`config.mk`:
```
export PLATFORM = sky130hd
export DESIGN_NAME = puzzle_solver_top
export DESIGN_NICKNAME = d
export VERILOG_FILES = /design/src/puzzle_pkg.sv /design/src/puzzle_solver_top.sv /design/src/result_egress.sv /design/src/board_engine.sv /design/src/move_ingress.sv
export VERILOG_INCLUDE_DIRS = /design/src /design/src/src
export SDC_FILE = /design/constraint.sdc
export NUM_CORES = 1
export LEC_CHECK = 0
export BUFFER_PORTS_ARGS = -buffer_cell sky130_fd_sc_hd__buf_4
export CAP_MARGIN = 30
export CORE_MARGIN = 1
export CORE_UTILIZATION = 40
export DETAILED_ROUTE_END_ITERATION = 8
export GPL_ROUTABILITY_DRIVEN = 0
export SYNTH_ARGS = -nofsm -noshare
export SYNTH_HDL_FRONTEND = slang
export SYNTH_HIERARCHICAL = 1
export SYNTH_SLANG_ARGS = --single-unit
```
`constraint.sdc`:
```
create_clock -name clk -period 4.6 [get_ports clk]
set_input_delay 0.92 -clock clk [delete_from_list [all_inputs] [get_ports clk]]
set_output_delay 0.92 -clock clk [all_outputs]
set_load 0.05 [all_outputs]
```
`src/puzzle_defines.svh`:
```
`ifndef PUZZLE_DEFINES_SVH
`define PUZZLE_DEFINES_SVH

// Board geometry
`define TILE_W 4
`define BOARD_SIZE 9
`define GRID_W 3

// Saturating move counter
`define COUNT_W 8

// Input FIFO depth doubles as the upstream credit grant
`define MOVE_FIFO_DEPTH 4

`define RESULT_FIFO_DEPTH 4
`define RESULT_CREDITS 4

`endif
```
`src/puzzle_pkg.sv`:
```
`default_nettype none
`include "puzzle_defines.svh"

package puzzle_pkg;

	// Tile 0 is the blank
	typedef logic [`TILE_W-1:0] tile_t;
	typedef logic [$clog2(`BOARD_SIZE)-1:0] pos_t;
	typedef logic [`COUNT_W-1:0] count_t;

	// Index is the row-major position
	typedef tile_t [`BOARD_SIZE-1:0] board_t;

	typedef enum logic [0:0] {CMD_LOAD, CMD_MOVE} cmd_op_t;
	typedef enum logic [1:0] {DIR_UP, DIR_DOWN, DIR_RIGHT, DIR_LEFT} dir_t;
	typedef enum logic [1:0] {ST_OK, ST_ILLEGAL, ST_SOLVED} status_t;

	typedef struct packed {
		cmd_op_t op;
		dir_t dir;
		board_t board;
	} move_cmd_t;

	typedef struct packed {
		status_t status;
		count_t count;
		board_t board;
	} move_result_t;

	// Tiles 1..8 in order, blank in the last position
	function automatic board_t goal_board();
		board_t b;
		for (int i = 0; i < `BOARD_SIZE; i++) begin
			b[i] = tile_t'((i + 1) % `BOARD_SIZE);
		end
		return b;
	endfunction

	localparam board_t GOAL_BOARD = goal_board();

endpackage

`default_nettype wire

```
`src/puzzle_solver_top.sv`:
```
`timescale 1ns/100ps
`default_nettype none
`include "puzzle_defines.svh"

module puzzle_solver_top import puzzle_pkg::*; (
	input wire clk,
	input wire reset,
	input logic move_valid,
	input move_cmd_t move_cmd,
	output logic move_credit,
	output logic res_valid,
	output move_result_t result,
	input logic res_credit
);

	logic cmd_valid;
	move_cmd_t cmd;
	logic cmd_pop;
	logic res_ready;
	logic res_push;
	move_result_t res;

	move_ingress i_move_ingress (
		.clk(clk),
		.reset(reset),
		.move_valid(move_valid),
		.move_cmd(move_cmd),
		.move_credit(move_credit),
		.cmd_valid(cmd_valid),
		.cmd(cmd),
		.cmd_pop(cmd_pop)
	);

	board_engine i_board_engine (
		.clk(clk),
		.reset(reset),
		.cmd_valid(cmd_valid),
		.cmd(cmd),
		.cmd_pop(cmd_pop),
		.res_ready(res_ready),
		.res_push(res_push),
		.res(res)
	);

	result_egress i_result_egress (
		.clk(clk),
		.reset(reset),
		.res_push(res_push),
		.res(res),
		.res_ready(res_ready),
		.res_valid(res_valid),
		.result(result),
		.res_credit(res_credit)
	);

endmodule

`default_nettype wire

```
`src/result_egress.sv`:
```
`timescale 1ns/100ps
`default_nettype none
`include "puzzle_defines.svh"

module result_egress import puzzle_pkg::*; (
	input wire clk,
	input wire reset,
	input logic res_push,
	input move_result_t res,
	output logic res_ready,
	output logic res_valid,
	output move_result_t result,
	input logic res_credit
);

	localparam int DEPTH = `RESULT_FIFO_DEPTH;
	localparam int AW = $clog2(DEPTH);
	localparam int CW = $clog2(DEPTH + 1);
	localparam int KW = $clog2(`RESULT_CREDITS + 1);

	move_result_t mem [DEPTH];
	logic [AW-1:0] wr_ptr;
	logic [AW-1:0] rd_ptr;
	logic [CW-1:0] count;
	logic [KW-1:0] credit_cnt;
	logic send;

	assign res_ready = (count != CW'(DEPTH));

	// The credit behind a valid beat is still counted during that beat
	assign send = (count != '0) && (credit_cnt > KW'(res_valid));

	always_ff @(posedge clk) begin
		if (res_push) begin
			mem[wr_ptr] <= res;
		end
		if (send) begin
			result <= mem[rd_ptr];
		end
	end

	always_ff @(posedge clk) begin
		if (reset) begin
			wr_ptr <= '0;
			rd_ptr <= '0;
			count <= '0;
			credit_cnt <= KW'(`RESULT_CREDITS);
			res_valid <= 1'b0;
		end else begin
			if (res_push) begin
				wr_ptr <= (wr_ptr == AW'(DEPTH - 1)) ? '0 : wr_ptr + 1'b1;
			end
			if (send) begin
				rd_ptr <= (rd_ptr == AW'(DEPTH - 1)) ? '0 : rd_ptr + 1'b1;
			end
			count <= count + CW'(res_push) - CW'(send);
			credit_cnt <= credit_cnt - KW'(res_valid) + KW'(res_credit);
			res_valid <= send;
		end
	end

	assert property (@(posedge clk) disable iff (reset) credit_cnt <= KW'(`RESULT_CREDITS))
		else $error("result_egress: more credits returned than granted");

	assert property (@(posedge clk) disable iff (reset) res_valid |-> credit_cnt != '0)
		else $error("result_egress: result sent without a credit");

endmodule

`default_nettype wire

```
`src/board_engine.sv`:
```
`timescale 1ns/100ps
`default_nettype none
`include "puzzle_defines.svh"

module board_engine import puzzle_pkg::*; (
	input wire clk,
	input wire reset,
	input logic cmd_valid,
	input move_cmd_t cmd,
	output logic cmd_pop,
	input logic res_ready,
	output logic res_push,
	output move_result_t res
);

	board_t board_q;
	pos_t blank_q;
	count_t count_q;

	logic fire;
	pos_t load_blank;
	logic load_has_blank;
	pos_t blank_col;
	pos_t nbr;
	logic legal;
	board_t swap_board;
	board_t next_board;
	pos_t next_blank;
	count_t next_count;

	// One command per cycle, only when the result has a slot
	assign fire = cmd_valid && res_ready;
	assign cmd_pop = fire;
	assign res_push = fire;

	// Blank search over an incoming board
	always_comb begin
		load_blank = '0;
		load_has_blank = 1'b0;
		for (int i = `BOARD_SIZE - 1; i >= 0; i--) begin
			if (cmd.board[i] == '0) begin
				load_blank = pos_t'(i);
				load_has_blank = 1'b1;
			end
		end
	end

	// Edge rules and neighbor of the blank
	always_comb begin
		blank_col = pos_t'(blank_q % `GRID_W);
		legal = 1'b0;
		nbr = blank_q;
		case (cmd.dir)
			DIR_UP: begin
				legal = (blank_q >= pos_t'(`GRID_W));
				nbr = blank_q - pos_t'(`GRID_W);
			end
			DIR_DOWN: begin
				legal = (blank_q < pos_t'(`BOARD_SIZE - `GRID_W));
				nbr = blank_q + pos_t'(`GRID_W);
			end
			DIR_RIGHT: begin
				legal = (blank_col != pos_t'(`GRID_W - 1));
				nbr = blank_q + 1'b1;
			end
			DIR_LEFT: begin
				legal = (blank_col != '0);
				nbr = blank_q - 1'b1;
			end
		endcase
		swap_board = board_q;
		if (legal) begin
			swap_board[blank_q] = board_q[nbr];
			swap_board[nbr] = '0;
		end
	end

	always_comb begin
		next_board = board_q;
		next_blank = blank_q;
		next_count = count_q;
		if (cmd.op == CMD_LOAD) begin
			next_board = cmd.board;
			next_blank = load_blank;
			next_count = '0;
		end else if (legal) begin
			next_board = swap_board;
			next_blank = nbr;
			// Counter sticks at all ones
			next_count = (count_q == '1) ? count_q : count_q + 1'b1;
		end
		res.board = next_board;
		res.count = next_count;
		if (next_board == GOAL_BOARD) begin
			res.status = ST_SOLVED;
		end else if (cmd.op == CMD_MOVE && !legal) begin
			res.status = ST_ILLEGAL;
		end else begin
			res.status = ST_OK;
		end
	end

	// Starts out at the goal with the blank in the corner
	always_ff @(posedge clk) begin
		if (reset) begin
			board_q <= GOAL_BOARD;
			blank_q <= pos_t'(`BOARD_SIZE - 1);
			count_q <= '0;
		end else if (fire) begin
			board_q <= next_board;
			blank_q <= next_blank;
			count_q <= next_count;
		end
	end

	assert property (@(posedge clk) disable iff (reset)
		(fire && cmd.op == CMD_LOAD) |-> load_has_blank)
		else $error("board_engine: loaded board has no blank");

	// Blank tracking must stay in step with the board across swaps
	assert property (@(posedge clk) disable iff (reset) board_q[blank_q] == '0)
		else $error("board_engine: blank position points at tile %0d", board_q[blank_q]);

endmodule

`default_nettype wire

```
`src/move_ingress.sv`:
```
`timescale 1ns/100ps
`default_nettype none
`include "puzzle_defines.svh"

module move_ingress import puzzle_pkg::*; (
	input wire clk,
	input wire reset,
	input logic move_valid,
	input move_cmd_t move_cmd,
	output logic move_credit,
	output logic cmd_valid,
	output move_cmd_t cmd,
	input logic cmd_pop
);

	localparam int DEPTH = `MOVE_FIFO_DEPTH;
	localparam int AW = $clog2(DEPTH);
	localparam int CW = $clog2(DEPTH + 1);

	move_cmd_t mem [DEPTH];
	logic [AW-1:0] wr_ptr;
	logic [AW-1:0] rd_ptr;
	logic [CW-1:0] count;
	logic full;

	assign full = (count == CW'(DEPTH));
	assign cmd_valid = (count != '0);
	assign cmd = mem[rd_ptr];

	always_ff @(posedge clk) begin
		if (move_valid) begin
			mem[wr_ptr] <= move_cmd;
		end
	end

	always_ff @(posedge clk) begin
		if (reset) begin
			wr_ptr <= '0;
			rd_ptr <= '0;
			count <= '0;
			move_credit <= 1'b0;
		end else begin
			if (move_valid) begin
				wr_ptr <= (wr_ptr == AW'(DEPTH - 1)) ? '0 : wr_ptr + 1'b1;
			end
			if (cmd_pop) begin
				rd_ptr <= (rd_ptr == AW'(DEPTH - 1)) ? '0 : rd_ptr + 1'b1;
			end
			count <= count + CW'(move_valid) - CW'(cmd_pop);
			// One credit back per freed slot
			move_credit <= cmd_pop;
		end
	end

	// Sender ran past its credits
	assert property (@(posedge clk) disable iff (reset) move_valid |-> !full)
		else $error("move_ingress: command received with FIFO full");

endmodule

`default_nettype wire

```
== Word level (Yosys, flattened, before mapping) ==
Memories as Yosys holds them, arrays and structs flattened. A register that Yosys moved wholly into a read port is not among the register bits.
Index checks and enable logic that the tools add are counted.

* Bitwise logic cells: 2
* Divide/modulo/power cells: 1
* Reductions and logical operators: 20
* Add/sub/neg operators: 15
* Equality and inequality tests: 12
* Order comparisons: 7
* Multiplexer cells: 37

{| class="wikitable"
|+ Operator list
! operator !! number
|-
| 36-bit two-way mux || 2
|-
| 4-bit two-way mux || 14
|-
| 36-bit bitwise AND || 1
|-
| 36-bit bitwise mux || 1
|-
| 36-bit by 32-bit == test with 1-bit output (second input constant) || 1
|-
| 4-bit zero test || 9
|-
| 36-bit NOT || 1
|-
| 4-bit demux with 4-bit select || 2
|-
| 4-bit by 2-bit modulo with 32-bit output (second input constant) || 1
|-
| 8-bit two-way mux || 3
|-
| 4-bit binary-select mux with 4-bit select || 1
|-
| 4-bit one-hot mux with 4 select lines || 1
|-
| 2-bit two-way mux || 7
|-
| 2-bit == test (second input constant) || 6
|-
| 4-bit by 5-bit < comparator with 1-bit output (second input constant) || 2
|-
| 3-bit by 1-bit adder with 3-bit output || 3
|-
| 3-bit by 1-bit subtractor with 3-bit output || 3
|-
| 2-bit by 1-bit adder with 2-bit output (second input constant) || 4
|-
| 8-bit by 1-bit adder with 8-bit output (second input constant) || 1
|-
| 8-bit == test (second input constant) || 1
|-
| 4-bit by 1-bit greater-or-equal comparator with 1-bit output (second input constant) || 2
|-
| 3-bit nonzero test || 2
|-
| 1-bit logical AND || 5
|-
| 1-bit two-way mux || 5
|-
| other kinds (16) || 16
|}

* Memories: 2
* Input bits: 43
* Word-level logic and storage cells: 116
* Register bits: 67
* Bits in writable memories: 340
* Output and inout port bits: 48

{| class="wikitable"
|+ Memory list
! name !! depth !! width !! rd ports !! clocked after memory_dff !! wr ports !! line !! source
|-
| i_result_egress.mem || 4 || 46 || 1 || 1 || 1 || result_egress.sv:21 || <nowiki>move_result_t mem [DEPTH];</nowiki>
|-
| i_move_ingress.mem || 4 || 39 || 1 || 1 || 1 || move_ingress.sv:20 || <nowiki>move_cmd_t mem [DEPTH];</nowiki>
|}

== Logic depth before layout (Yosys ltp) ==
* Depth in word-level cells: 12
* Depth in mapped cells: 22
* Mapped depth without buffers: 17

== Hierarchy ==
The synthesis kept the hierarchy.

{| class="wikitable"
|+ Modules (own cells, without submodules)
! module !! times used !! seq. area each (um2) !! cells each !! area an instance (um2)
|-
| result_egress || 1 || 7126.8 || 351 || 8645.8
|-
| move_ingress || 1 || 4884.7 || 246 || 6085.8
|-
| board_engine || 1 || 960.9 || 677 || 4669.5
|}

== Least setup slack after synthesis ==
OpenSTA, ideal clock, no wires.

* Path type: register to register
* Start point: reg i_board_engine.blank_q[0]
* End point: mem i_result_egress/mem[0][44] in the netlist's numbering, data pin
* Setup time: 0.282 ns
* Stages on the path, launching flop included: 20
* Slack: -0.390 ns
* Clock period less this slack: 4.990 ns
* Data arrival time: 4.708 ns
* Required time: 4.318 ns
* Buffers on the path: 3
* Cells stage by stage: dfxtp_1 clkbuf_1 inv_1 ha_1 and3b_1 clkbuf_2 nor4_1 nor2_1 ha_1 o41a_1 or4_1 a21oi_1 o221ai_1 buf_2 o2111ai_1 o221ai_1 nor4b_2 nand4_1 nor4_2 nor2_1

{| class="wikitable"
|+ RTL lines
! what !! line !! source
|-
| start, declared || board_engine.sv:17 || <nowiki>pos_t blank_q;</nowiki>
|-
| start signal, assigned || board_engine.sv:107 || <nowiki>blank_q <= pos_t'(`BOARD_SIZE - 1);</nowiki>
|-
| start signal, assigned || board_engine.sv:111 || <nowiki>blank_q <= next_blank;</nowiki>
|-
| end, declared || result_egress.sv:21 ||
|}

==> metrics <==
Worst setup SP type register; Worst-path clk slew 60 ps; top cells by count, synth edfxtp_1 (386), nand2_1 (101), nor2_1 (93); Area after DPL 21500 µm²; Total GRT Usage 18.8%; Synth Area in Adders 2.22%; DIE AREA 49400 µm²; core footprint 47700 µm²; worst-skew pair later-pin latency 590 ps; Hold WS 485 ps; Yosys top cell area share 59.7%; vias 11975; sequential share of power 34.7%; Final setup viols 0; Tightest Pin Transition 886 ps; drt first pass iters 8; crit path time final 4530 ps; hold wc startpoint i_board_engine/count_q[4]; pre-CTS worst setup slack -82.8 ps; CP max-delay cell fa_2; FF-to-FF path depth 15; I/O Buffers 90; cell area after synthesis 19400 µm²; largest cells by area after synthesis edfxtp_1 (60%), mux4_2 (10%), dfxtp_1 (7.1%); Crit Path Category register to register; post-synthesis sequential area ratio 66.9%; worst-path fanout max 6; dpl hpwl 31.5 mm; post-synthesis mux area share 11.0%; Post-Route WL 46.3 mm; largest family of logic cells by synthesized area multiplexers; most common cell in the netlist edfxtp_1; Ant. Diodes 0; Yosys reg bits 455; P per Cell Area 808 nW/µm²; maximum VDD drop 0.360 mV; TritonCTS clock tree yes; Core Util, Final 48.7%; total power 18.8 mW; reg2reg setup slack 70 ps; DRC 0; Post-synth ARST share 0%; # Max-Cap Violations 0; Yosys warnings 6; row cnt 80; final count of hold timing violations 0; Die Wd 222 µm; largest net degree at the start of global routing 70; clk_skew 14.3 ps; starting density of the core 40.6%; DRT antenna net count 0; Max Transition Viols Final 0; vias in the first global route 11816; per-cell routed wire length 21.8 µm; P_leak 8.13 nW; Worst Hold Path Cells 2; initial antenna violation count 0; Final Cell Area 23200 µm²; top-level I/O count 91; top_reg_cell synth edfxtp_1; CP Capture Type register; fmax 0.221 GHz; Mapped Nets 1349; final period utilization 98.6%; clk buf depth 3; Hold EP i_board_engine/count_q[4]; synth unique cells 86; Post-Syn Area per Cell 15.2 µm²; Yosys top cell by area edfxtp_1; first-pass GRT wire length 71.1 mm; internal power 11.4 mW; outcome complete, no violations; xor and xnor area share after synthesis 0.658%; worst relative slew slack 41.0%; vias per std cell 5.65; Final nets 1543; Post-Syn Instances 1274; Num CTS Buffers 47; Net Sw Frac 39.3%; Req. time, crit path 4930 ps; CP Cell Sequence mux4_2, nand2b_2, fa_2, o21a_1, buf_4, a211oi_1, o21ai_0, a22o_1, nand2_2, a41oi_4, o311ai_0, nor4_1, nand4_1, nor4_4, nor2_2; total congestion overflow 0; Logic pwr share 46.4%; simple-gate area share of the yosys netlist 9.61%; clock root cell clkbuf_16; 1st-iter DRT viols 1121; Post-synth EDFFs 386; HP Class register to register; worst stage delay on the critical path 600 ps; Compound-Gate Fraction of Synth Area 7.26%; CTS Sinks 455; area delta synth->final 19.8%; layout cells sized above 1 29.1%; Psw 7.38 mW; die height 222 µm; H-tree Lvls 2; final worst slack 66.3 ps; Critical Path AT 4860 ps; r2r endpoint i_result_egress/mem[3][44]; Clock Power Share 18.9%
[flip-flops by register name, indices dropped and copies added, names as in the netlist, named ones only]
name and flops:
i_board_engine/blank_q 4, i_board_engine/board_q 36, i_board_engine/count_q 8, i_move_ingress/count 3
i_move_ingress/mem 156, i_move_ingress/move_credit 1, i_move_ingress/rd_ptr 2, i_move_ingress/wr_ptr 2
i_result_egress/count 3, i_result_egress/credit_cnt 3, i_result_egress/mem 184, i_result_egress/rd_ptr 2
i_result_egress/res_valid 1, i_result_egress/result 46, i_result_egress/wr_ptr 2
[cell type report]
cell class | instances | area [µm²]
Clock buffer | 63 | 1270
Clock inverter | 24 | 178
Fill cell | 4036 | 24500
Inverter | 39 | 146
Multi-Input combinational cell | 717 | 6260
Sequential cell | 455 | 13000
Tap cell | 615 | 769
Timing Repair Buffer | 208 | 1630
[worst max-delay path, delay by kind of cell, from the launching register on]
family / cells / cell delay [ps]
buffers and inverters: 1 / 190
AND/OR/NAND/NOR: 6 / 1270
multiplexers: 1 / 520
adder cells (fa/ha/maj): 1 / 600
flip-flops: 1 / 360
AO/OA/AOI/OAI: 6 / 1310
[cells in the final DEF, fill, tap and decap left out, types with 6 or more instances in the layout]
master / n
a22oi_1: 6
a211o_1: 7
a221oi_1: 9
nand4_1: 12
a221o_1: 7
nand3b_1: 9
buf_4: 200
edfxtp_1: 386
xnor2_1: 7
nor2b_1: 15
dfxtp_2: 6
o21ai_0: 14
o211ai_1: 8
clkbuf_16: 47
mux2i_1: 15
nor3_1: 28
inv_1: 38
clkbuf_1: 13
clkinv_2: 11
a211oi_1: 18
nand2_1: 100
clkinv_1: 8
mux4_2: 86
nor2_1: 89
dfxtp_1: 61
a31oi_1: 10
and3_1: 10
and2_2: 8
o21a_1: 6
nand3_1: 12
ha_1: 25
nand2b_1: 22
nor4_1: 13
a21oi_1: 40
[repair_timing]
action                     4_1_cts  5_1_grt
gates cloned                     1        0
resized for setup               19       36
setup endpoints to repair        8        8
pin swaps                        4       24
buffers inserted                 0        2
hold buffers                     0        0
[stage by stage]
stage / setup TNS (ps) / cells
2_1_floorplan: 0 / 1274
3_3_place_gp: -326 / 2029
3_5_place_dp: -331 / 2031
4_1_cts: 0 / 2119
5_1_grt: -81.8 / 2121
6_report: 0 / 2121
[logic make-up (layout without fill, tap and decap cells)]
| logic type | after synthesis | count (layout) |
|---|---|---|
| DFF | 455 | 455 |
| and+or+nand+nor | 372 | 372 |
| AOI/OAI and AO/OA | 195 | 195 |
| muxes | 105 | 105 |
| buffers and inverters | 102 | 334 |
| adders and majority gates | 32 | 32 |
| xor gates and xnor gates | 13 | 13 |
[how the worst max path moves through the flow]
| stage | start | endpoint | slack (ps) |
|---|---|---|---|
| floorplan | register | i_result_egress/mem[0][44] | 7 |
| global placement | register | i_result_egress/mem[0][44] | -80 |
| detailed placement | register | i_result_egress/mem[0][44] | -80 |
| CTS | i_board_engine/blank_q[3] | i_result_egress/mem[3][44] | 30 |
| global route | i_board_engine/blank_q[3] | i_result_egress/mem[3][44] | -20 |
| finish | register | i_result_egress/mem[3][44] | 70 |
[per-layer routing]
layer	track usage [%]	routed length (µm)	share of wire, %	up-vias
met4	7.41	1590	3.4	0
met2	28.7	21200	46	487
met5	0	0	0	-
met3	4.09	3270	7.1	139
met1	26.3	20300	44	5954
li1	-	-	-	5395
[power by group through the flow]
stage	Sequential, mW	Clock [mW]	Combinational, mW
finish	6.52	3.55	8.71
global route	6.63	3.81	9.24
CTS	6.53	3.66	8.40
detailed placement	6.61	0	8.27
global placement	6.64	0	8.10
floorplan	7.25	0	4.46
Note: power is estimated with default switching activity, not from simulation.
